$ cat src/rv_pkg.sv
package rv_pkg;

    localparam int xlen = 32;
    localparam logic [xlen-1:0] reset_pc = 32'h8000_0000;

    localparam int imem_depth = 256;
    localparam int imem_aw = $clog2(imem_depth);
    localparam int dmem_depth = 256;
    localparam int dmem_aw = $clog2(dmem_depth);

    // Major opcodes, bits [6:0] of the instruction.
    localparam logic [6:0] op_lui    = 7'b0110111;
    localparam logic [6:0] op_auipc  = 7'b0010111;
    localparam logic [6:0] op_jal    = 7'b1101111;
    localparam logic [6:0] op_jalr   = 7'b1100111;
    localparam logic [6:0] op_branch = 7'b1100011;
    localparam logic [6:0] op_load   = 7'b0000011;
    localparam logic [6:0] op_store  = 7'b0100011;
    localparam logic [6:0] op_imm    = 7'b0010011;
    localparam logic [6:0] op_op     = 7'b0110011;
    localparam logic [6:0] op_system = 7'b1110011;

    localparam logic [31:0] inst_ebreak = 32'h0010_0073;

    // Load and store sizes as encoded in funct3.
    localparam logic [2:0] f3_byte   = 3'b000;
    localparam logic [2:0] f3_half   = 3'b001;
    localparam logic [2:0] f3_word   = 3'b010;
    localparam logic [2:0] f3_byte_u = 3'b100;
    localparam logic [2:0] f3_half_u = 3'b101;

    localparam logic [2:0] f3_beq  = 3'b000;
    localparam logic [2:0] f3_bne  = 3'b001;
    localparam logic [2:0] f3_blt  = 3'b100;
    localparam logic [2:0] f3_bge  = 3'b101;
    localparam logic [2:0] f3_bltu = 3'b110;
    localparam logic [2:0] f3_bgeu = 3'b111;

    typedef enum logic [3:0] {
        alu_add, alu_sub, alu_sll, alu_slt, alu_sltu, alu_xor,
        alu_srl, alu_sra, alu_or, alu_and, alu_pass_b
    } alu_op_t;

    typedef struct packed {
        alu_op_t    alu_op;
        logic       src_a_pc;  // Operand a is pc instead of rs1.
        logic       src_b_imm; // Operand b is the immediate instead of rs2.
        logic       reg_wen;
        logic       mem_ren;
        logic       mem_wen;
        logic       branch;
        logic       jal;
        logic       jalr;
        logic       ebreak;
        logic       illegal;
        logic [2:0] funct3;
    } ctrl_t;

    typedef struct packed {
        logic            valid;
        logic [xlen-1:0] pc;
        logic [31:0]     inst;
        logic [4:0]      rd;
        logic            wen;
        logic [xlen-1:0] wdata;
    } retire_t;

endpackage

$ cat src/reg_file.sv
`timescale 1ns/1ns

module reg_file import rv_pkg::*; (
    input  logic            clk,
    input  logic            rst_n,
    input  logic [4:0]      rs1,
    input  logic [4:0]      rs2,
    input  logic [4:0]      rd,
    input  logic            wen,
    input  logic [xlen-1:0] wdata,
    output logic [xlen-1:0] rs1_value,
    output logic [xlen-1:0] rs2_value,
    output logic [xlen-1:0] a0_value
);

    logic [xlen-1:0] regs [32];

    always_ff @(posedge clk) begin
        if (!rst_n) begin
            for (int i = 0; i < 32; i++) begin
                regs[i] <= '0;
            end
        end else if (wen && rd != 5'd0) begin
            regs[rd] <= wdata;
        end
    end

    assign rs1_value = (rs1 == 5'd0) ? '0 : regs[rs1];
    assign rs2_value = (rs2 == 5'd0) ? '0 : regs[rs2];
    assign a0_value  = regs[10]; // Used as the trap value.

    a_x0_zero: assert property (
        @(posedge clk) rst_n |=> regs[0] == '0
    ) else $error("x0 holds %h", regs[0]);

endmodule

$ cat config.mk
export PLATFORM = sky130hd
export DESIGN_NAME = reg_file
export DESIGN_NICKNAME = d
export VERILOG_FILES = /design/src/rv_pkg.sv /design/src/reg_file.sv
export SDC_FILE = /design/constraint.sdc
export NUM_CORES = 2
export LEC_CHECK = 0
export BUFFER_PORTS_ARGS = -buffer_cell sky130_fd_sc_hd__buf_2
export CAP_MARGIN = 0
export CORE_MARGIN = 4
export CORE_UTILIZATION = 55
export CTS_CLUSTER_DIAMETER = 100
export DETAILED_ROUTE_END_ITERATION = 6
export PLACE_DENSITY = 0.72
export REMOVE_ABC_BUFFERS = 1
export SYNTH_ARGS = -nofsm -noshare
export SYNTH_HDL_FRONTEND = slang
export SYNTH_SLANG_ARGS = --single-unit
$ cat constraint.sdc
create_clock -name clk -period 4.1 [get_ports clk]
set_input_delay 0.205 -clock clk [delete_from_list [all_inputs] [get_ports clk]]
set_output_delay 0.205 -clock clk [all_outputs]
set_load 0.1 [all_outputs]
# After elaboration in Yosys (flattened, before gate mapping)
# Memories as Yosys holds them, arrays and structs flattened.
# Cells that the tools add are included.
classes:
  n_reduce_logical: 5
  mux: 9
op_table:
  columns: ["op", "n"]
  rows:
  - ["two-way mux 32 bit", 3]
  - ["OR reduction 32 bit", 1]
  - ["zero test 5 bit", 2]
  - ["two-way mux 1 bit", 5]
  - ["two-way mux 5 bit", 1]
  - ["nonzero test 5 bit", 1]
  - ["logical AND 1 bit", 1]
word_totals:
  ff_bits: 0
  in_bits: 50
  ram_bits: 1024
  memories: 1
  word_cells: 15
  output_inout_bits: 96
mem_list:
  columns: ["name", "depth", "word_bits", "rd", "rd_ports_with_merged_regs", "write_ports", "line", "source"]
  rows:
  - ["regs", 32, 32, 3, 0, 32, "reg_file.sv:16", "logic [xlen-1:0] regs [32];"]

# Depth between registers and ports, before layout
logic_depth:
  word_depth: 7
  depth_mapped: 8
  depth_no_buf: 4

# Least setup slack after synthesis
# No wires, ideal clock.
synth_path:
  path_type: "register to output"
  from: "mem regs[10][28]"
  to: "out rs2_value[28]"
  stages_incl_launch_ff: 4
  arrival_time_ps: 4752
  path_slack_ps: -857
  t_required_ps: 3895
  n_path_buf: 0
  cell_sequence: "edfxtp_1 > mux4_2 > mux2i_1 > a2111oi_1"
synth_rtl:
  columns: ["item", "line", "source"]
  rows:
  - ["from (decl)", "reg_file.sv:16", null]
  - ["to (decl)", "reg_file.sv:12", "output logic [xlen-1:0] rs2_value,"]

==> results.toml <==
[status]
status = "finished clean"

[sta]
period_needed_ns = 3.71
setup_tns_ns = 0
slew_violations = 0
fmaxAchievable_mhz = 270
slew_headroom_pct = 12.9
final.setup.worst_slack_ns = 0.394
rsz0062_at_grt = "no"
min_period_over_period_pct = 90.4
hold_viol_final = 0
setup_violations = 0
worst_slew_pin_slew_ns = 1.30

[critical_path]
end_kind = "output port"
worstPathRequired_ns = 3.89
critical_path_class = "flip-flop to output port"
cp_max_fo = 3
start_kind = "flip-flop"
worstPathArrival_ns = 3.50

[layout]
fin_nets = 3864
area_growth_pct = 12.7
drive_gt1_share_pct = 24.6
fin_util_pct = 62.6
largest_reg_flops = 1024
top_register = "regs"
reg_top3 = "regs: 1024 flops"

[clock_tree]
cts_tree = "built"
clock_path_buffers = 3
numClockSinks = 1024
clock-root-buffer = "clkbuf_16"
post_cts_buffers = 0
cts_hold_buffers = 0
cts-resized-gates = 0
cts_made_buffers = 109
path_clk_slew_ns = 0.06
cts_max_level = 3

[power_and_ir_drop]
p_total_mw = 26.4
irDropWorstVdd_mv = 0.339
leakage_nw = 21.8
p_per_area_nw_per_um2 = 428

[die]
initial_core_util_pct = 55.5
dieArea_um2 = 105000
io_pins = 146
dieHeight_um = 323
core_area_um2 = 98600
die_w_um = 323
row_count = 115

[yosys]
syn_area_um2 = 54700
synth_top_area_cell = "edfxtp_1"
synth_ff_type = "edfxtp_1"
ys_seq_area_share_pct = 56.2
synth_top_area_share_pct = 56.2
avgSynthCellArea_um2 = 14.6
synth_edf_count = 1024
yosys.cell_types.count = 45
ys_ff_latch = 1024
netlist_instances = 3759
async_flop_share_pct = 0
synth_warnings = 0
synthTopCellsByArea = "edfxtp_1, mux4_2, and2_1"

[global_route]
antenna_found_initial = 10
grt_usage_pct = 33.9
grt_overflow_total = 0
grt_pass1_vias = 35600
grt_pass1_wl_mm = 254
grt_max_degree = 71

[placement]
place_hpwl_mm = 112
portBuffers = 145
routabilityCongestion = 0.910
place_ws_ns = 0.672

[detailed_routing]
antenna_left = 0
remaining_drc_errors = 0
wl_per_cell_um = 34.0
firstDrtPassIters = 6
vias = 36300
vias_per_cell = 6.98
drt-total-wl_mm = 177
drt_iter0_drc = 5803

[run]
maxCapViolations = 0

[hold_path]
hold_path.class = "input pin to flip-flop"
## cells in the mapped netlist (2+ instances only)
master     number
a2111oi_0       4
a2111oi_1      25
a2111oi_2       3
a211oi_1       71
a21oi_1        54
a221oi_1        5
a22o_1         48
a22oi_1       104
and2_1        996
and3_1          3
buf_1           7
buf_2          48
buf_4          43
buf_6          13
clkbuf_1      294
edfxtp_1     1024
mux2_2         35
mux2i_1       323
mux4_2        359
nand2_1         5
nand2b_1        2
nand3_1         4
nand3b_1        4
nand4b_1        2
nor2_1         36
nor2b_1        57
nor3_1         24
nor4_1         32
o211a_1         2
o21ai_0        46
o21ai_1        20
o221ai_1       26
o22ai_1        25
or3_1           3
or3b_2          2
## kinds of logic after synthesis
kind of cell	share of synthesized area (%)
other	0.00685
flip-flops	56.2
AO/OA/AOI/OAI	5.71
AND/OR/NAND/NOR	13.2
multiplexers	21.4
buffers and inverters	3.43
## through the flow
step,cells,cell area [um2],hold slack [ns]
floorplan,3383,52900,0.403
global placement,4990,58200,0.799
detailed placement,4990,58200,0.797
CTS,5192,61700,0.0742
global route,5192,61700,0.107
finish,5197,61700,0.107
## where the power goes
| group | total, mW | switching (mW) | internal (mW) |
|---|---|---|---|
| Combinational | 4.14 | 2.69 | 1.45 |
| Clock | 9.84 | 4.20 | 5.64 |
| Sequential | 12.4 | 0.331 | 12.1 |
## metal layers
layer  share of wire (%)  wire, um  vias up  track usage, %
met3                  14     24700      500            10.7
met1                  36     64100    18400            45.7
met4                 4.1      7280       12            13.4
met2                  46     80400     2788            51.7
met5               0.043        76        -               0
li1                    -         -    14600               -
## layout by cell type, fill, tap and decap left out, drive strengths merged
| master | synthesis | final |
|---|---|---|
| nand4b | 2 | 2 |
| a211oi | 71 | 71 |
| nor3 | 24 | 24 |
| a22oi | 104 | 104 |
| a221oi | 5 | 5 |
| nand2 | 5 | 5 |
| clkinv | 0 | 45 |
| and3 | 3 | 3 |
| buf | 113 | 319 |
| a31o | 1 | 1 |
| nand4 | 1 | 1 |
| a21oi | 54 | 54 |
| nor2 | 36 | 36 |
| and2 | 996 | 996 |
| inv | 1 | 6 |
| or4 | 1 | 1 |
| conb | 1 | 32 |
| nor2b | 57 | 57 |
| clkinvlp | 0 | 7 |
| or3 | 3 | 3 |
| diode | 0 | 5 |
| or2 | 1 | 1 |
| nor4 | 32 | 32 |
| a22o | 48 | 48 |
| clkbuf | 294 | 135 |
| mux2 | 35 | 35 |
| edfxtp | 1024 | 1024 |
| o22ai | 25 | 25 |
| o221ai | 26 | 26 |
| a2111oi | 32 | 32 |
| or3b | 3 | 3 |
| bufinv | 0 | 11 |
| mux4 | 359 | 359 |
| nand3b | 4 | 4 |
| o211a | 2 | 2 |
| nand3 | 4 | 4 |
| nand2b | 2 | 2 |
| mux2i | 323 | 323 |
| nor4b | 1 | 1 |
| o21ai | 66 | 66 |
## area by class of cell
cell class	count	area, um2
Inverter	1	3.75
Clock buffer	134	2860
Tap cell	1287	1610
Antenna cell	5	12.5
Timing Repair Buffer	320	3070
Clock inverter	68	637
Sequential cell	1024	30700
Multi-Input combinational cell	2358	22700
Fill cell	7087	36900
## critical path: stages (launching register included)
cell	delay (ns)
edfxtp_1	0.46
mux4_2	0.52
a22o_1	0.25
a2111oi_1	0.94
nor3_1	0.36
buf_12	0.28
## path summary, 6_finish.rpt
kind,from,end,slack (ns),cells after the start
worst max-delay path,regs[10][1],rs2_value[1],0.39,5
worst min-delay path,rst_n,regs[26][31],0.11,2
No activity file was read; power rests on OpenSTA's default activity.
