==> src/rv_pkg.sv <==
package rv_pkg;

    localparam int xlen = 32;
    localparam logic [xlen-1:0] reset_pc = 32'h8000_0000;

    localparam int imem_depth = 256;
    localparam int imem_aw = $clog2(imem_depth);
    localparam int dmem_depth = 256;
    localparam int dmem_aw = $clog2(dmem_depth);

    // Major opcodes, bits [6:0] of the instruction.
    localparam logic [6:0] op_lui    = 7'b0110111;
    localparam logic [6:0] op_auipc  = 7'b0010111;
    localparam logic [6:0] op_jal    = 7'b1101111;
    localparam logic [6:0] op_jalr   = 7'b1100111;
    localparam logic [6:0] op_branch = 7'b1100011;
    localparam logic [6:0] op_load   = 7'b0000011;
    localparam logic [6:0] op_store  = 7'b0100011;
    localparam logic [6:0] op_imm    = 7'b0010011;
    localparam logic [6:0] op_op     = 7'b0110011;
    localparam logic [6:0] op_system = 7'b1110011;

    localparam logic [31:0] inst_ebreak = 32'h0010_0073;

    // Load and store sizes as encoded in funct3.
    localparam logic [2:0] f3_byte   = 3'b000;
    localparam logic [2:0] f3_half   = 3'b001;
    localparam logic [2:0] f3_word   = 3'b010;
    localparam logic [2:0] f3_byte_u = 3'b100;
    localparam logic [2:0] f3_half_u = 3'b101;

    localparam logic [2:0] f3_beq  = 3'b000;
    localparam logic [2:0] f3_bne  = 3'b001;
    localparam logic [2:0] f3_blt  = 3'b100;
    localparam logic [2:0] f3_bge  = 3'b101;
    localparam logic [2:0] f3_bltu = 3'b110;
    localparam logic [2:0] f3_bgeu = 3'b111;

    typedef enum logic [3:0] {
        alu_add, alu_sub, alu_sll, alu_slt, alu_sltu, alu_xor,
        alu_srl, alu_sra, alu_or, alu_and, alu_pass_b
    } alu_op_t;

    typedef struct packed {
        alu_op_t    alu_op;
        logic       src_a_pc;  // Operand a is pc instead of rs1.
        logic       src_b_imm; // Operand b is the immediate instead of rs2.
        logic       reg_wen;
        logic       mem_ren;
        logic       mem_wen;
        logic       branch;
        logic       jal;
        logic       jalr;
        logic       ebreak;
        logic       illegal;
        logic [2:0] funct3;
    } ctrl_t;

    typedef struct packed {
        logic            valid;
        logic [xlen-1:0] pc;
        logic [31:0]     inst;
        logic [4:0]      rd;
        logic            wen;
        logic [xlen-1:0] wdata;
    } retire_t;

endpackage

==> src/exu.sv <==
`timescale 1ns/1ns

module exu import rv_pkg::*; (
    input  logic [xlen-1:0] pc,
    input  logic [xlen-1:0] imm,
    input  logic [xlen-1:0] rs1_value,
    input  logic [xlen-1:0] rs2_value,
    input  ctrl_t           ctrl,
    output logic [xlen-1:0] result,
    output logic            take_branch
);

    logic [xlen-1:0] op_a;
    logic [xlen-1:0] op_b;
    logic [4:0]      shamt;
    logic            cond;

    assign op_a  = ctrl.src_a_pc ? pc : rs1_value;
    assign op_b  = ctrl.src_b_imm ? imm : rs2_value;
    assign shamt = op_b[4:0];

    always_comb begin
        case (ctrl.alu_op)
            alu_add:    result = op_a + op_b;
            alu_sub:    result = op_a - op_b;
            alu_sll:    result = op_a << shamt;
            alu_slt:    result = {{(xlen-1){1'b0}}, $signed(op_a) < $signed(op_b)};
            alu_sltu:   result = {{(xlen-1){1'b0}}, op_a < op_b};
            alu_xor:    result = op_a ^ op_b;
            alu_srl:    result = op_a >> shamt;
            alu_sra:    result = $unsigned($signed(op_a) >>> shamt);
            alu_or:     result = op_a | op_b;
            alu_and:    result = op_a & op_b;
            alu_pass_b: result = op_b; // LUI.
            default:    result = op_a + op_b;
        endcase
    end

    // Branch conditions always compare the register values, never the operands.
    always_comb begin
        case (ctrl.funct3)
            f3_beq:  cond = (rs1_value == rs2_value);
            f3_bne:  cond = (rs1_value != rs2_value);
            f3_blt:  cond = ($signed(rs1_value) < $signed(rs2_value));
            f3_bge:  cond = ($signed(rs1_value) >= $signed(rs2_value));
            f3_bltu: cond = (rs1_value < rs2_value);
            f3_bgeu: cond = (rs1_value >= rs2_value);
            default: cond = 1'b0;
        endcase
    end

    assign take_branch = ctrl.branch && cond;

endmodule

==> config.mk <==
export PLATFORM = sky130hd
export DESIGN_NAME = exu
export DESIGN_NICKNAME = d
export VERILOG_FILES = /design/src/rv_pkg.sv /design/src/exu.sv
export SDC_FILE = /design/constraint.sdc
export NUM_CORES = 1
export LEC_CHECK = 0
export ABC_AREA = 0
export BUFFER_PORTS_ARGS = -buffer_cell sky130_fd_sc_hd__buf_4
export CAP_MARGIN = 5
export CORE_ASPECT_RATIO = 1.1
export CORE_UTILIZATION = 45
export DETAILED_ROUTE_END_ITERATION = 12
export GPL_TIMING_DRIVEN = 0
export PLACE_DENSITY = 0.66
export SYNTH_ARGS = -nofsm -noshare
export SYNTH_HDL_FRONTEND = slang
export SYNTH_SLANG_ARGS = --single-unit
==> constraint.sdc <==
create_clock -name vclk -period 6.7
set_clock_uncertainty 0.1 [all_clocks]
set_input_delay 1.005 -clock vclk [all_inputs]
set_output_delay 1.005 -clock vclk [all_outputs]
set_load 0.05 [all_outputs]
# After elaboration in Yosys (flattened, before gate mapping)
# Index checks and enable logic that the tools add are counted.
# totals
in_bits,145
elab_cells,37
reg_bits,0
output_inout_bits,33
# op_classes
n_shift,3
n_eq_ne,17
reduce_logical,2
order_cmp,6
addsub,2
n_bitwise,3
muxes,4
# op_table
operator,n
$pmux 32 s10,1
$lt 32x32->1,4
$ge 32x32->1,2
$mux 32,2
$add 32x32->32,1
$and 32x32->32,1
$eq 32x32->1,1
$ne 32x32->1,1
$or 32x32->32,1
$shl 32x5->32,1
$shr 32x5->32,1
$sshr 32x5->32,1
$sub 32x32->32,1
$xor 32x32->32,1
$eq 4x3->1 const B,4
$eq 3x3->1 const B,4
$eq 4x4->1 const B,3
$eq 4x2->1 const B,2
$pmux 1 s6,1
$eq 4x1->1 const B,1
$eq 3x1->1 const B,1
$logic_not 3->1,1
$logic_and 1x1->1,1

# Depth between registers and ports, before layout
# depth
ltp_word,3
mapped_depth,18
ltp_nobuf,14

# Worst setup path before layout
# No wires, ideal clock.
# synth_timing
kind,input to output
from,input port ctrl[11] (netlist name)
to,output port result[29]
path_buffers,5
path_slack_ps,-550
arrival_time_ps,6145
required_time_ps,5595
stages,16
cell_sequence,buf_4 > mux2i_1 > clkbuf_1 > clkbuf_1 > buf_1 > ha_1 > buf_2 > nor3_1 > o31ai_1 > a21oi_1 > or4b_1 > and2_1 > a211oi_2 > o31ai_1 > mux2_1 > nor4_1
# synth_via
elab_chain_len,3
elab_cells_between_ends,10
classes_between,2 x add/sub; 3 x shift; 2 x mux; 3 x bitwise
# synth_lines
item,line,rtl
start: declaration,exu.sv:8,"input ctrl_t ctrl,"
$mux 32 *,exu.sv:19,assign op_b = ctrl.src_b_imm ? imm : rs2_value;
"$add 32x32->32, or another cell as far along","exu.sv:24, exu.sv:35",
$pmux 32 s10 *,exu.sv:23,case (ctrl.alu_op)
end: declaration,exu.sv:9,"output logic [xlen-1:0] result,"
# Mark *: on every way between the ends. The rest lies on a longest branch, timed or not.

# Final worst setup path
# layout_timing
from,input port ctrl[11] (netlist name)
to,output port result[30]
# Same word-level chain as after synthesis.

==> flow_results.org <==
** Run status
- The flow ran to the end, but the final reports show violations.
- The final reports fail on max-capacitance violations, max-slew violations.

** Power
- Of the total power, the share spent switching nets is 0.6832.
- Of the total power, registers draw 0.
- PwrDens :: 139.5 nW/um2
- Summing internal, switching and leakage power gives between 1500 and 2000 uW.
- The internal portion of the total power is 554.9 uW.
- Peak ir drop on the vdd network :: roughly 130 uV
- Static Leakage :: 0.005667 uW
- Clock share of power :: 0
- Of the total power, combinational logic draws 1.000.
- For this design the total switching power over the nets is between 1000 and 1500 uW.

** Setup path
- The setup path with the least slack is of type in -> out.
- STA puts the critical path data arrival time at approximately 5.6 ns.
- For the worst setup path, the data required time is 5.59 ns.
- The critical path ends at result[30].
- In this run the worst setup path begins at ctrl[11].
- Of all nets on the critical path, the largest fanout is 11.
- STA classifies the critical path endpoint as an output port.
- The worst setup path is launched from an input port.

** Synth
- Summing every instance area after synthesis gives 10620 um2.
- Dominant combinational cell family by area after synthesis :: compound AO/OA/AOI/OAI gates
- After synthesis, the cell types taking the most area are ha_1, mux2i_1, a21oi_1.
- Of the total synthesized cell area, the portion taken by XOR and XNOR cells is 0.008246.
- Syn nets :: 1874
- Number of different library cells in the post-synthesis netlist :: slightly below 90
- Share of the synthesized area in compound gates (AO/OA/AOI/OAI) :: 0.3447
- For this run, the number of Yosys warnings is 0.
- Of the post-synthesis cell area, the dominant cell type holds 0.1520.
- Of the post-synthesis cell area, the part taken by muxes is 0.1814.
- Synth Area in Simple Gates :: 0.2156
- By instance count, the leading cell after synthesis is nor2_1.
- Synthesis produced a netlist whose cell count is between 1500 and 2000.
- The share of the Yosys chip area taken by registers is 0.
- A synthesized cell averages 6.647 um2.
- Most area-hungry cell type in the Yosys netlist :: ha_1
- Of the total synthesized cell area, the portion taken by full adders, half adders and majority gates is 0.1557.
- Ranking of synthesized cells by instance count :: nor2_1, nand2_1, a21oi_1, mux2i_1, ha_1

** Timing
- Sum of negative setup slack :: 0 ns
- Unrepaired setup endpoints after global routing :: false
- Slew margin rel. :: -0.01259
- The worst path needs 6.686 ns of the cycle, external delays included.
- Setup violations remaining at the end of the flow were counted as 0.
- At the pin with the least slew margin, the transition time is 1.498 ns.
- Total count of hold-check failures in the final report :: 0
- Worst hold slack :: 2.259 ns
- Derived from the worst setup path, the maximum achievable clock frequency is 0.1496 GHz.
- Count of pins over their slew limit :: 1
- Final clock period utilization by the worst path :: 0.9979

** Route
- Final WL :: 63850 um
- Antenna violation net count after detailed routing :: 0
- After the first detailed-routing iteration, the DRC count stood at 2237.
- The first detailed-routing pass took 9 iterations.
- In the final routed layout, each cell accounts on average for around 31 um.
- DRC violation count after routing :: 0
- The routed layout has 14800 vias.
- After detailed routing, the number of vias per cell comes to ~7.

** Min path
- The tightest min-delay check is of the in -> out type.
- The worst hold path was traced through 3 stages.

** Layout
- Fraction of layout instances using a drive strength above 1 :: 0.1794
- After routing the design area is 12560 um2.
- Total inserted antenna cells :: 0
- Count of clock-net buffers in the final layout :: 0
- The sequential cells in the finished layout cover a total of 0 um2.
- Final standard cell utilization of the core :: 0.5460
- Area growth, synth to finish :: 18.26%
- There are 0 flip-flops and latches.
- Number of nets in the layout :: 2039
- Counting the fill cells in the layout gives 2309.

** Placed design
- Detailed placer's ending HPWL :: between 50000 and 60000 um
- Instance area after placement :: 12260 um2
- Final weighted congestion in routability-driven placement :: 1.106
- Number of buffer cells added on primary ports :: 167

** GRT
- The global routing stage identified its most utilized layer as met2.
- Met3 track demand over resource :: 0.1355
- The total overflow left after global routing is 0.
- The first global-routing pass estimated 89320 um of wire.
- Vias in the first global route :: about 14000
- GR Layer Usage met1 :: 0.6235
- Pin count of the biggest net entering global routing :: 22
- For this run, global-route usage on met2 was measured as 0.7619.
- Number of antenna violations at the first check in global routing :: 2
- Gr usage total :: 0.5055

** Floorplan
- Die boundary height :: approximately 160 um
- Measured along the x axis, the die boundary spans 148.5 um.
- In this run the count of I/O pins placed on the die edge is 178.
- The die covers 24220 um2.
- Initial Util :: 0.4617
- In this run the standard cell core region covers 23000 um2.
- Std-Cell Rows :: 58

** Clock network
- Number of hold-repair buffers added at the cts stage :: 0

** Job
- Max Cap Viol :: 1
power groups by stage:
stage / logic (uW) / registers [uW] / clock network, uW
after floorplan: 1050 / 0 / 0
after detailed placement: 1620 / 0 / 0
final: 1750 / 0 / 0
after global routing: 1810 / 0 / 0
after CTS: 1640 / 0 / 0
after global placement: 1610 / 0 / 0
through the flow:
| step | setup WS (ns) | instances |
|---|---|---|
| final | 0.01437 | 2061 |
| after global routing | 0.005778 | 2061 |
| after CTS | 0.01161 | 2057 |
| after detailed placement | -1.684 | 2065 |
| after global placement | -1.818 | 2065 |
| after floorplan | 0.008476 | 1598 |
layer usage:
metal / part of all wire / wire length, um
met1: 0.36 / 23290
met2: 0.41 / 26260
met3: 0.14 / 8907
met4: 0.084 / 5361
met5: 0.00042 / 27
cells in the final DEF, fill, tap and decap left out, drive strengths merged, types with 11 or more instances in the layout:
master,instances
o21bai,14
o22ai,32
a221oi,26
nand2b,11
o211ai,22
buf,208
a21o,13
nor2,169
nand2,156
nor2b,18
a211oi,27
nor4,11
nand4,13
mux2,11
nand3,33
inv,127
a21oi,140
clkbuf,71
a31oi,18
mux2i,155
o31ai,15
a22oi,23
nor3,40
ha,129
o221ai,21
o21ai,104
worst max-delay path, cell delays in order:
cell and delay (ns):
buf_4 0.20, mux2i_4 0.35, buf_4 0.22, buf_4 0.29, buf_2 0.40, clkbuf_1 0.60, ha_1 0.48, nand2_1 0.08
o21ai_0 0.37, nor2_1 0.08, nor2_1 0.42, mux2i_1 0.28, o221ai_1 0.25, a21oi_1 0.11, o211ai_1 0.19, buf_4 0.24
final cells by class:
type / instances / area (um2) / area share
inverter: 128 / 484.2 / 0.03855
timing repair buffer: 175 / 1314 / 0.1046
tap: 300 / 375.4 / 0.02988
multi-input combinational: 1354 / 9847 / 0.7839
buffer: 104 / 540.5 / 0.04303
repair_timing:
item / CTS / global route
buffers inserted: 2 / 6
gates resized for setup: 49 / 33
pin swaps: 1 / 1
endpoints found under the setup margin: 29 / 12
how the worst min path moves through the flow:
stage,from,to,slack (ns)
2_1_floorplan,ctrl[7],take_branch,2.16
3_3_place_gp,ctrl[2],take_branch,2.25
3_5_place_dp,ctrl[2],take_branch,2.26
4_1_cts,ctrl[2],take_branch,2.26
5_1_grt,ctrl[2],take_branch,2.28
6_report,ctrl[2],take_branch,2.26
cell families after synthesis:
logic type | count (synthesis)
fa+ha+maj | 131
xor+xnor | 10
compound gates | 549
buf+inv | 244
mux | 166
simple gates | 498
Power figures use the tool's default switching activity.
