[config.mk]
export PLATFORM = sky130hd
export DESIGN_NAME = idu
export DESIGN_NICKNAME = d
export VERILOG_FILES = /design/src/rv_pkg.sv /design/src/idu.sv
export SDC_FILE = /design/constraint.sdc
export NUM_CORES = 1
export LEC_CHECK = 0
export BUFFER_PORTS_ARGS = -buffer_cell sky130_fd_sc_hd__buf_4
export CAP_MARGIN = 30
export CORE_MARGIN = 10
export CORE_UTILIZATION = 41
export DETAILED_ROUTE_END_ITERATION = 16
export GPL_TIMING_DRIVEN = 0
export PLACE_DENSITY = 0.95
export SLEW_MARGIN = 10
export SYNTH_ARGS = -nofsm -noshare
export SYNTH_HDL_FRONTEND = slang
export SYNTH_SLANG_ARGS = --single-unit
[constraint.sdc]
create_clock -name vclk -period 1.9
set_input_delay 0 -clock vclk [all_inputs]
set_output_delay 0 -clock vclk [all_outputs]
set_load 0.02 [all_outputs]
[src/rv_pkg.sv]
package rv_pkg;

    localparam int xlen = 32;
    localparam logic [xlen-1:0] reset_pc = 32'h8000_0000;

    localparam int imem_depth = 256;
    localparam int imem_aw = $clog2(imem_depth);
    localparam int dmem_depth = 256;
    localparam int dmem_aw = $clog2(dmem_depth);

    // Major opcodes, bits [6:0] of the instruction.
    localparam logic [6:0] op_lui    = 7'b0110111;
    localparam logic [6:0] op_auipc  = 7'b0010111;
    localparam logic [6:0] op_jal    = 7'b1101111;
    localparam logic [6:0] op_jalr   = 7'b1100111;
    localparam logic [6:0] op_branch = 7'b1100011;
    localparam logic [6:0] op_load   = 7'b0000011;
    localparam logic [6:0] op_store  = 7'b0100011;
    localparam logic [6:0] op_imm    = 7'b0010011;
    localparam logic [6:0] op_op     = 7'b0110011;
    localparam logic [6:0] op_system = 7'b1110011;

    localparam logic [31:0] inst_ebreak = 32'h0010_0073;

    // Load and store sizes as encoded in funct3.
    localparam logic [2:0] f3_byte   = 3'b000;
    localparam logic [2:0] f3_half   = 3'b001;
    localparam logic [2:0] f3_word   = 3'b010;
    localparam logic [2:0] f3_byte_u = 3'b100;
    localparam logic [2:0] f3_half_u = 3'b101;

    localparam logic [2:0] f3_beq  = 3'b000;
    localparam logic [2:0] f3_bne  = 3'b001;
    localparam logic [2:0] f3_blt  = 3'b100;
    localparam logic [2:0] f3_bge  = 3'b101;
    localparam logic [2:0] f3_bltu = 3'b110;
    localparam logic [2:0] f3_bgeu = 3'b111;

    typedef enum logic [3:0] {
        alu_add, alu_sub, alu_sll, alu_slt, alu_sltu, alu_xor,
        alu_srl, alu_sra, alu_or, alu_and, alu_pass_b
    } alu_op_t;

    typedef struct packed {
        alu_op_t    alu_op;
        logic       src_a_pc;  // Operand a is pc instead of rs1.
        logic       src_b_imm; // Operand b is the immediate instead of rs2.
        logic       reg_wen;
        logic       mem_ren;
        logic       mem_wen;
        logic       branch;
        logic       jal;
        logic       jalr;
        logic       ebreak;
        logic       illegal;
        logic [2:0] funct3;
    } ctrl_t;

    typedef struct packed {
        logic            valid;
        logic [xlen-1:0] pc;
        logic [31:0]     inst;
        logic [4:0]      rd;
        logic            wen;
        logic [xlen-1:0] wdata;
    } retire_t;

endpackage

[src/idu.sv]
`timescale 1ns/1ns

module idu import rv_pkg::*; (
    input  logic [31:0]     inst,
    output logic [4:0]      rs1,
    output logic [4:0]      rs2,
    output logic [4:0]      rd,
    output logic [xlen-1:0] imm,
    output ctrl_t           ctrl
);

    logic [6:0]      opcode;
    logic [2:0]      funct3;
    logic [6:0]      funct7;
    logic [xlen-1:0] imm_i;
    logic [xlen-1:0] imm_s;
    logic [xlen-1:0] imm_b;
    logic [xlen-1:0] imm_u;
    logic [xlen-1:0] imm_j;
    logic            legal;

    // Shared by OP and OP-IMM; alt selects SUB and SRA.
    function automatic alu_op_t arith_op(input logic [2:0] f3, input logic alt);
        case (f3)
            3'b000:  arith_op = alt ? alu_sub : alu_add;
            3'b001:  arith_op = alu_sll;
            3'b010:  arith_op = alu_slt;
            3'b011:  arith_op = alu_sltu;
            3'b100:  arith_op = alu_xor;
            3'b101:  arith_op = alt ? alu_sra : alu_srl;
            3'b110:  arith_op = alu_or;
            default: arith_op = alu_and;
        endcase
    endfunction

    assign opcode = inst[6:0];
    assign funct3 = inst[14:12];
    assign funct7 = inst[31:25];
    assign rs1    = inst[19:15];
    assign rs2    = inst[24:20];
    assign rd     = inst[11:7];

    assign imm_i = {{20{inst[31]}}, inst[31:20]};
    assign imm_s = {{20{inst[31]}}, inst[31:25], inst[11:7]};
    assign imm_b = {{19{inst[31]}}, inst[31], inst[7], inst[30:25], inst[11:8], 1'b0};
    assign imm_u = {inst[31:12], 12'b0};
    assign imm_j = {{11{inst[31]}}, inst[31], inst[19:12], inst[20], inst[30:21], 1'b0};

    always_comb begin
        ctrl        = '0;
        ctrl.funct3 = funct3;
        ctrl.alu_op = alu_add;
        imm         = imm_i;
        legal       = 1'b1;
        case (opcode)
            op_lui: begin
                imm            = imm_u;
                ctrl.alu_op    = alu_pass_b;
                ctrl.src_b_imm = 1'b1;
                ctrl.reg_wen   = 1'b1;
            end
            op_auipc, op_jal: begin
                imm            = (opcode == op_jal) ? imm_j : imm_u;
                ctrl.src_a_pc  = 1'b1;
                ctrl.src_b_imm = 1'b1;
                ctrl.reg_wen   = 1'b1;
                ctrl.jal       = (opcode == op_jal);
            end
            op_jalr: begin
                ctrl.src_b_imm = 1'b1;
                ctrl.reg_wen   = 1'b1;
                ctrl.jalr      = 1'b1;
                legal          = (funct3 == 3'b000);
            end
            op_branch: begin
                imm            = imm_b; // The ALU forms the target pc + imm.
                ctrl.src_a_pc  = 1'b1;
                ctrl.src_b_imm = 1'b1;
                ctrl.branch    = 1'b1;
                legal          = (funct3 != 3'b010) && (funct3 != 3'b011);
            end
            op_load: begin
                ctrl.src_b_imm = 1'b1;
                ctrl.reg_wen   = 1'b1;
                ctrl.mem_ren   = 1'b1;
                legal          = (funct3 != 3'b011) && (funct3[2:1] != 2'b11);
            end
            op_store: begin
                imm            = imm_s;
                ctrl.src_b_imm = 1'b1;
                ctrl.mem_wen   = 1'b1;
                legal          = (funct3[2] == 1'b0) && (funct3 != 3'b011);
            end
            op_imm: begin
                ctrl.alu_op    = arith_op(funct3, (funct3 == 3'b101) && inst[30]);
                ctrl.src_b_imm = 1'b1;
                ctrl.reg_wen   = 1'b1;
                if (funct3 == 3'b001) begin
                    legal = (funct7 == 7'b0000000);
                end else if (funct3 == 3'b101) begin
                    legal = (funct7 == 7'b0000000) || (funct7 == 7'b0100000);
                end
            end
            op_op: begin
                ctrl.alu_op  = arith_op(funct3, inst[30]);
                ctrl.reg_wen = 1'b1;
                legal = (funct7 == 7'b0000000) ||
                        (funct7 == 7'b0100000 && (funct3 == 3'b000 || funct3 == 3'b101));
            end
            op_system: begin
                ctrl.ebreak = (inst == inst_ebreak);
                legal       = (inst == inst_ebreak);
            end
            default: legal = 1'b0;
        endcase
        if (!legal) begin
            ctrl         = '0; // Unknown encodings retire as no-ops.
            ctrl.funct3  = funct3;
            ctrl.illegal = 1'b1;
        end
    end

endmodule

After elaboration in Yosys (flattened, before gate mapping) --
Index checks and enable logic that the tools add are counted.
Cells by class: equality and inequality tests 21, multiplexer cells 22, bitwise gates (word level) 1, reduce and logical (&&, ||, !) cells 15
Operators by type and width (count):
- $pmux W31 S4 | 1
- $pmux W4 S7 | 2
- $eq A32 B21 Y1 const B | 1
- $mux W31 | 1
- $eq A7 B6 Y1 const B | 4
- $eq A7 B7 Y1 const B | 4
- $mux W17 | 1
- $mux W1 | 15
- $eq A7 B5 Y1 const B | 2
- $pmux W4 S3 | 1
- $eq A3 B3 Y1 const B | 3
- $pmux W1 S8 | 1
- $reduce_or A8 Y1 | 1
- $eq A7 B2 Y1 const B | 1
- $logic_not A7 Y1 | 1
- $reduce_or A7 Y1 | 1
- $eq A3 B2 Y1 const B | 2
- $ne A3 B2 Y1 const B | 2
- $reduce_or A3 Y1 | 2
- $logic_and A1 B1 Y1 | 5
- $eq A3 B1 Y1 const B | 1
- $logic_not A3 Y1 | 1
- $logic_or A1 B1 Y1 | 3
- $ne A2 B2 Y1 const B | 1
- other kinds (2) | 2
Storage, ports and cells: bits in registers 0, output and inout port bits 64, word-level logic and storage cells 59

Depth between registers and ports, before layout --
Gate-level depths: netlist of the first run.
depth after elaboration 6, mapped depth 7, depth with buffers taken out 5

Least setup slack after synthesis of the first run --
No wires, ideal clock.
path kind input to output, start point input port inst[2], end point output port ctrl[10] (netlist bit), arrival 1.690 ns, required time 1.900 ns, path slack 0.210 ns, stages on the path 5, buffers on the path 1, cells stage by stage buf_2 or4b_4 nor4_4 a211oi_2 a31oi_1
RTL lines:
- start, declared | line idu.sv:4 | input logic [31:0] inst,
- end, declared | line idu.sv:9 | output ctrl_t ctrl

==> results of run 1 <==
-- cell usage after synthesis (2+ instances only) --
cell type | number | share of area, %
and2_1 | 7 | 4.6
a211oi_2 | 2 | 2.6
nand2_1 | 5 | 2.0
nor3b_1 | 2 | 1.6
a22o_1 | 4 | 3.7
nand3_1 | 2 | 1.0
nor4b_1 | 2 | 1.8
a32oi_1 | 2 | 1.8
a21o_1 | 20 | 16
inv_1 | 3 | 1.2
buf_2 | 8 | 4.2
a21oi_1 | 2 | 1.0
nor2b_1 | 3 | 2.0
nor4_2 | 2 | 2.6
o21ai_0 | 2 | 1.0
clkbuf_1 | 2 | 0.79
o22ai_1 | 2 | 1.3
nand2b_1 | 3 | 2.0
or4_1 | 2 | 1.6
nor4_1 | 4 | 2.6
nor2_1 | 13 | 5.1
nor3_2 | 2 | 2.1
o21ai_1 | 2 | 1.0
buf_4 | 19 | 15
-- layout by cell type (no fill, tap or decap), types with 3 or more instances in the layout --
| cell | Yosys | final |
|---|---|---|
| a21o_1 | 20 | 20 |
| a22o_1 | 4 | 4 |
| and2_1 | 7 | 7 |
| buf_2 | 8 | 8 |
| buf_4 | 19 | 113 |
| inv_1 | 3 | 3 |
| nand2_1 | 5 | 5 |
| nand2b_1 | 3 | 3 |
| nor2_1 | 13 | 13 |
| nor2b_1 | 3 | 3 |
| nor4_1 | 4 | 4 |
-- layer usage --
metal	routed length, um	GRT usage [%]
met1	1540	17.4
met2	2220	30.5
met3	574	8.97
met4	0	0
met5	0	0
-- final timing paths --
kind,from,end,cells past startpoint
max,inst[13],ctrl[11],7
min,inst[8],rd[1],3
-- layout make-up --
cell class         instances  area, um2
plain buffers             29        190
fillers                  173        515
inverters                  3       11.3
multi-input cells        103        754
well taps                 28       35.0
repair buffers            94        706
-- worst min-delay path: cells and delay by family --
family	cells	cell delay, ns
buf+inv	3	0.31
-- power groups by stage --
stage	combinational [uW]	clock (uW)	sequential, uW
detailed placement	402	0	0
finish	401	0	0
global placement	398	0	0
floorplan	213	0	0
CTS	404	0	0
global route	427	0	0
-- through the flow --
stage	cell area (um2)	hold WS, ns
after floorplan	956	0.113
after global placement	1700	0.306
after detailed placement	1700	0.306
after CTS	1700	0.307
after global routing	1700	0.313
final	1700	0.307
-- cell families (layout without fill, tap and decap cells) --
logic type | Yosys count | after routing | synth area share [%]
buffers and inverters | 32 | 126 | 21.1
AND/OR/NAND/NOR | 58 | 58 | 41.4
AO/OA/AOI/OAI | 43 | 43 | 35.3
multiplexers | 2 | 2 | 2.23
==> flow_metrics.env, run 1 <==
export IMPL_maxCapViolations=0
export IMPL_end_kind="output port"
export IMPL_regArea_um2=0
export IMPL_core_um2=2210
export IMPL_fin_setup_tns_ns=0
export IMPL_ys_seq_area_share_pct=0
export IMPL_syn_to_final_growth_pct=77.5
export IMPL_max_slew_margin_pct=50.6
export IMPL_cp_start_kind="primary input"
export IMPL_switching_share_pct=52.7
export IMPL_drc=0
export IMPL_cellPowerDensity_nw_per_um2=236
export IMPL_n_antenna_cell=0
export IMPL_ioPinCount=96
export IMPL_cp_required_ns=1.90
export IMPL_pre_cts_slack_ns=0.228
export IMPL_drv_slew=0
export IMPL_cts_hold_repair_buffers=0
export IMPL_synth_area_um2=956
export IMPL_final_setup_viol_count=0
export IMPL_grtUsageTotal_pct=16.6
export IMPL_grt_overflow=0
export IMPL_worstPathArrival_ns=1.68
export IMPL_dp_hpwl_um=3750
export IMPL_via_per_inst=5.39
export IMPL_period_minus_slack_ns=1.68
export IMPL_cts_repair_resized=0
export IMPL_utilization_pct=76.7
export IMPL_dieArea_um2=4660
export IMPL_p_int_uw=190
export IMPL_post_cts_buffers=0
export IMPL_grt_max_degree=11
export IMPL_path_cells="buf_4 > nor3_2 > or4b_4 > nor4_4 > a211oi_2 > a211oi_2 > buf_4"
export IMPL_synth_nets=167
export IMPL_outcome="finished, final reports clean"
export IMPL_crit_buf_inv=2
export IMPL_hold_path_class="in -> out"
export IMPL_dieWidth_um=68.3
export IMPL_final_hold_violation_count=0
export IMPL_finalPower_uw=401
export IMPL_synth_distinct_cells=44
export IMPL_p_clk_share_pct=0
export IMPL_netSwitchingPower_uw=211
export IMPL_vias=1384
export IMPL_ir_drop_uv=210
export IMPL_yosysWarnings=0
export IMPL_dr_pass1_iters=4
export IMPL_wl_um=4330
export IMPL_grt_pass1_vias=1447
export IMPL_layout_nets=263
export IMPL_synth_cells=135
export IMPL_min_period_over_period_pct=88.4
export IMPL_portBuffers=94
export IMPL_final_cells=257
export IMPL_dp_cells=257
export IMPL_grt_pass1_wl_um=6350
export IMPL_die_h_um=68.3
export IMPL_rsz0062_at_grt="no"
export IMPL_cp_slowest_cell="or4b_4"
export IMPL_leakage_uw=0.000942
export IMPL_layout_setup_ws_ns=0.220
export IMPL_cp_top_family="simple AND/OR/NAND/NOR gates"
export IMPL_ant_nets=0
export IMPL_initial_core_util_pct=43.2
export IMPL_max_stage_delay_ns=0.51
export IMPL_pwr_share_seq_pct=0
export IMPL_drive_gt1_share_pct=59.0
export IMPL_worst_path_max_fanout=7
export IMPL_drt_iter0_markers=56
export IMPL_rows=17
export IMPL_timing_worst_setup_path_type="in -> out"
export IMPL_p_comb_share_pct=100.0
export IMPL_nClkBuffers=0
export IMPL_wl_per_cell_um=16.9
export IMPL_postSynthAreaPerCell_um2=7.08
export IMPL_nFlopsAndLatches=0
export IMPL_place_congestion=0.899
export IMPL_worstMarginPinSlew_ns=0.734
export IMPL_antenna_found_initial=0
export IMPL_max_freq_ghz=0.595
Power figures use the tool's default switching activity.
==> run 2: changes to the inputs <==
--- a/config.mk
+++ b/config.mk
@@ -12,6 +12,7 @@
 export DETAILED_ROUTE_END_ITERATION = 16
 export GPL_TIMING_DRIVEN = 0
 export PLACE_DENSITY = 0.95
+export RECOVER_POWER = 100
 export SLEW_MARGIN = 10
 export SYNTH_ARGS = -nofsm -noshare
 export SYNTH_HDL_FRONTEND = slang
==> run 2 against run 1 <==
Final cell count did not move. Maximum frequency fell by 3.9%. Flip-flop and latch count did not move. Combinational power fell by 10%. Routed wire length fell by 0.81%. Utilization fell by 7.2 points. Largest cell class is now multi-input gates.
==> flow_metrics.env, run 2 (synthesis results as in run 1) <==
export IMPL_n_antenna_cell=0
export IMPL_core_um2=2210
export IMPL_outcome="finished, final reports clean"
export IMPL_layout_nets=263
export IMPL_drc=0
export IMPL_die_h_um=68.3
export IMPL_syn_to_final_growth_pct=60.9
export IMPL_dieArea_um2=4660
export IMPL_worst_path_max_fanout=9
export IMPL_ioPinCount=96
export IMPL_cp_slowest_cell="or4b_4"
export IMPL_max_slew_margin_pct=50.3
export IMPL_placed_area_um2=1700
export IMPL_path_cells="clkbuf_1 > nor3_2 > or4b_4 > nor4_4 > o211a_1 > a211o_1 > clkbuf_1"
export IMPL_wl_um=4300
export IMPL_grt_use_met3_pct=8.97
export IMPL_wl_per_cell_um=16.7
export IMPL_p_int_uw=152
export IMPL_min_period_over_period_pct=92.0
export IMPL_layout_commonest_cell="buf_4"
export IMPL_timing_worst_setup_path_type="in -> out"
export IMPL_final_cells=257
export IMPL_drive_gt1_share_pct=42.4
export IMPL_cp_start_kind="primary input"
export IMPL_vias=1366
export IMPL_grt_use_met1_pct=17.4
export IMPL_nFlopsAndLatches=0
export IMPL_max_freq_ghz=0.572
export IMPL_worstMarginPinSlew_ns=0.739
export IMPL_ir_drop_uv=187
export IMPL_drt_iter0_markers=62
export IMPL_holdWs_ns=0.314
export IMPL_final_area_um2=1540
export IMPL_crit_buf_inv=2
export IMPL_grtUsageTotal_pct=16.6
export IMPL_leakage_uw=0.000800
export IMPL_crit_path_frequent_cell="clkbuf_1"
export IMPL_worstPathArrival_ns=1.75
export IMPL_hold_path_class="in -> out"
export IMPL_grt_pass1_wl_um=6350
export IMPL_regArea_um2=0
export IMPL_netSwitchingPower_uw=209
export IMPL_utilization_pct=69.5
export IMPL_dr_pass1_iters=4
export IMPL_grtUsageMet2_pct=30.5
export IMPL_nClkBuffers=0
export IMPL_end_kind="output port"
export IMPL_cts_hold_repair_buffers=0
export IMPL_pwr_share_seq_pct=0
export IMPL_grt_overflow=0
export IMPL_period_minus_slack_ns=1.75
export IMPL_final_hold_violation_count=0
export IMPL_maxCapViolations=0
export IMPL_rows=17
export IMPL_cp_top_family="simple AND/OR/NAND/NOR gates"
export IMPL_fillCellCount=231
export IMPL_dp_cells=257
export IMPL_cellPowerDensity_nw_per_um2=235
export IMPL_final_cell_mix="69 x buf_4, 39 x clkbuf_1, 20 x a21o_1"
export IMPL_antenna_found_initial=0
export IMPL_ant_nets=0
export IMPL_final_setup_viol_count=0
export IMPL_dieWidth_um=68.3
export IMPL_max_stage_delay_ns=0.51
export IMPL_rsz0062_at_grt="no"
export IMPL_post_cts_buffers=0
export IMPL_p_comb_share_pct=100.0
export IMPL_grt_max_degree=11
export IMPL_via_per_inst=5.32
export IMPL_fin_setup_tns_ns=0
export IMPL_portBuffers=94
export IMPL_place_congestion=0.899
export IMPL_cp_num_cells=7
export IMPL_p_clk_share_pct=0
export IMPL_grt_pass1_vias=1447
export IMPL_endpoint="ctrl[12]"
export IMPL_drv_slew=0
export IMPL_initial_core_util_pct=43.2
export IMPL_switching_share_pct=57.9
export IMPL_busiest_layer="met2"
export IMPL_cp_required_ns=1.90
export IMPL_cp_startpoint="inst[12]"
export IMPL_cts_repair_resized=0
export IMPL_dp_hpwl_um=3750
-- run 2: changes by cell type in the layout (fill, tap and decap cells not counted), sizes merged --
cell    change
clkbuf     +45
buf        -45
-- run 2: cell type report --
class                           instances  area, um2  share of cell area, %
Multi-Input combinational cell        103        752                   48.9
Timing Repair Buffer                   94        551                   35.8
Buffer                                 29        189                   12.3
Tap cell                               28       35.0                   2.28
Inverter                                3       11.3                  0.732
-- run 2: metrics by stage --
step | setup slack [ns] | total power, uW
2_1_floorplan | 0.210 | 213
3_3_place_gp | 0.226 | 398
3_5_place_dp | 0.228 | 402
4_1_cts | 0.217 | 404
5_1_grt | 0.0785 | 389
6_report | 0.152 | 361
-- run 2: worst min-delay path by stage --
stage	startpoint	end	slack, ns	cells past startpoint
CTS	inst[11]	rd[4]	0.31	3
global route	inst[29]	imm[29]	0.33	3
detailed placement	inst[8]	rd[1]	0.31	3
finish	inst[29]	imm[29]	0.31	3
global placement	inst[8]	rd[1]	0.31	3
floorplan	inst[12]	ctrl[0]	0.11	1
-- run 2: power groups by stage --
stage,Clock (uW),Sequential [uW],Combinational [uW]
finish,0,0,361
global route,0,0,389
CTS,0,0,404
detailed placement,0,0,402
global placement,0,0,398
floorplan,0,0,213
-- run 2: routing by layer --
layer  vias up  share of wire, %
met5         -                 0
met4         0              0.60
met3         2                13
met2        63                51
met1       623                36
li1        678                 -
==> run 3: changes to the inputs <==
--- a/config.mk
+++ b/config.mk
@@ -8,10 +8,10 @@
 export BUFFER_PORTS_ARGS = -buffer_cell sky130_fd_sc_hd__buf_4
 export CAP_MARGIN = 30
 export CORE_MARGIN = 10
-export CORE_UTILIZATION = 41
+export CORE_UTILIZATION = 28
 export DETAILED_ROUTE_END_ITERATION = 16
 export GPL_TIMING_DRIVEN = 0
-export PLACE_DENSITY = 0.95
+export PLACE_DENSITY = 0.74
 export RECOVER_POWER = 100
 export SLEW_MARGIN = 10
 export SYNTH_ARGS = -nofsm -noshare
==> run 3 against run 2 <==
Non-clock buffer count did not move. Critical path depth unchanged. Combinational power about the same. Via count fell by 2.6%. Die area rose by 32%.
==> flow_metrics.env, run 3 (synthesis results as in run 1) <==
export IMPL_p_int_uw=152
export IMPL_nClkBuffers=0
export IMPL_end_kind="output port"
export IMPL_n_antenna_cell=0
export IMPL_timing_worst_setup_path_type="in -> out"
export IMPL_drc=0
export IMPL_cts_repair_resized=0
export IMPL_syn_to_final_growth_pct=62.8
export IMPL_place_congestion=0.849
export IMPL_final_cell_mix="64 x buf_4, 32 x clkbuf_1, 20 x a21o_1, 20 x clkbuf_2, 13 x nor2_1"
export IMPL_finalPower_uw=359
export IMPL_placed_area_um2=1720
export IMPL_cp_startpoint="inst[3]"
export IMPL_switching_share_pct=57.7
export IMPL_ir_drop_uv=115
export IMPL_min_period_over_period_pct=90.7
export IMPL_period_minus_slack_ns=1.72
export IMPL_drt_iter0_markers=82
export IMPL_initial_core_util_pct=28.9
export IMPL_final_hold_violation_count=0
export IMPL_layout_commonest_cell="buf_4"
export IMPL_hold_path_class="in -> out"
export IMPL_max_stage_delay_ns=0.56
export IMPL_post_cts_buffers=0
export IMPL_layout_setup_ws_ns=0.177
export IMPL_leakage_uw=0.000818
export IMPL_multi_input_area_um2=752
export IMPL_dr_pass1_iters=4
export IMPL_rsz0062_at_grt="no"
export IMPL_max_slew_margin_pct=54.2
export IMPL_vias=1331
export IMPL_drive_gt1_share_pct=45.4
export IMPL_cellPowerDensity_nw_per_um2=230
export IMPL_wl_um=4320
export IMPL_regArea_um2=0
export IMPL_crit_path_frequent_cell="clkbuf_1"
export IMPL_path_cells="buf_4 > clkbuf_1 > or4_1 > o221ai_2 > o211a_1 > a211o_1 > clkbuf_1"
export IMPL_dp_hpwl_um=3770
export IMPL_worst_path_max_fanout=10
export IMPL_core_um2=3310
export IMPL_netSwitchingPower_uw=207
export IMPL_p_clk_share_pct=0
export IMPL_grt_overflow=0
export IMPL_drv_slew=0
export IMPL_grt_max_degree=11
export IMPL_pre_cts_slack_ns=0.244
export IMPL_ioPinCount=96
export IMPL_cp_slowest_cell="or4_1"
export IMPL_dieWidth_um=78.4
export IMPL_p_comb_share_pct=100.0
export IMPL_max_freq_ghz=0.580
export IMPL_layout_nets=263
export IMPL_cts_hold_repair_buffers=0
export IMPL_rows=21
export IMPL_maxCapViolations=0
export IMPL_fin_setup_tns_ns=0
export IMPL_nFlopsAndLatches=0
export IMPL_die_h_um=78.4
export IMPL_grtUsageTotal_pct=13.3
export IMPL_cp_start_kind="primary input"
export IMPL_dieArea_um2=6150
export IMPL_antenna_found_initial=0
export IMPL_outcome="finished, final reports clean"
export IMPL_grt_pass1_vias=1477
export IMPL_worstPathArrival_ns=1.72
export IMPL_final_setup_viol_count=0
export IMPL_wl_per_cell_um=15.7
export IMPL_grt_pass1_wl_um=7110
export IMPL_cp_required_ns=1.90
export IMPL_final_area_um2=1560
export IMPL_portBuffers=94
export IMPL_fillCellCount=406
export IMPL_via_per_inst=4.84
export IMPL_ant_nets=0
export IMPL_pwr_share_seq_pct=0
export IMPL_worstMarginPinSlew_ns=0.681
export IMPL_endpoint="ctrl[12]"
run 3: layer usage:
metal / vias to the layer above / share of wire, % / GRT usage (%)
met2: 62 / 50 / 24.0
li1: 671 / - / -
met1: 598 / 38 / 14.3
met5: - / 0 / 0
met3: 0 / 12 / 6.61
met4: 0 / 0 / 0.358
run 3: worst min-delay path by stage:
stage          startpoint  endpoint  depth (start not counted)
6_report         inst[27]   imm[27]                          3
4_1_cts          inst[16]    rs1[1]                          3
3_3_place_gp     inst[31]   imm[31]                          3
5_1_grt          inst[16]   imm[16]                          3
2_1_floorplan    inst[12]   ctrl[0]                          1
3_5_place_dp     inst[16]    rs1[1]                          3
run 3: final cells by class:
type | instances | area share (%)
multi-input cells | 103 | 48.3
well taps | 46 | 3.70
inverters | 3 | 0.723
repair buffers | 94 | 35.1
plain buffers | 29 | 12.1
run 3: stage by stage:
| step | util [%] | hold WS (ns) | instances |
|---|---|---|---|
| floorplan | - | 0.113 | 135 |
| global placement | 51.9 | 0.306 | 275 |
| detailed placement | 51.9 | 0.307 | 275 |
| CTS | 51.9 | 0.307 | 275 |
| global route | 47.0 | 0.334 | 275 |
| finish | 47.0 | 0.324 | 275 |
run 3: worst max-delay path, delay by kind of cell:
kind / cells / cell delay [ns]
and+or+nand+nor: 1 / 0.56
buffers and inverters: 3 / 0.58
AOI/OAI and AO/OA: 3 / 0.58
run 3: power groups by stage:
stage,clock network [uW],registers (uW),logic (uW)
floorplan,0,0,213
global placement,0,0,398
detailed placement,0,0,401
CTS,0,0,402
global route,0,0,391
finish,0,0,359
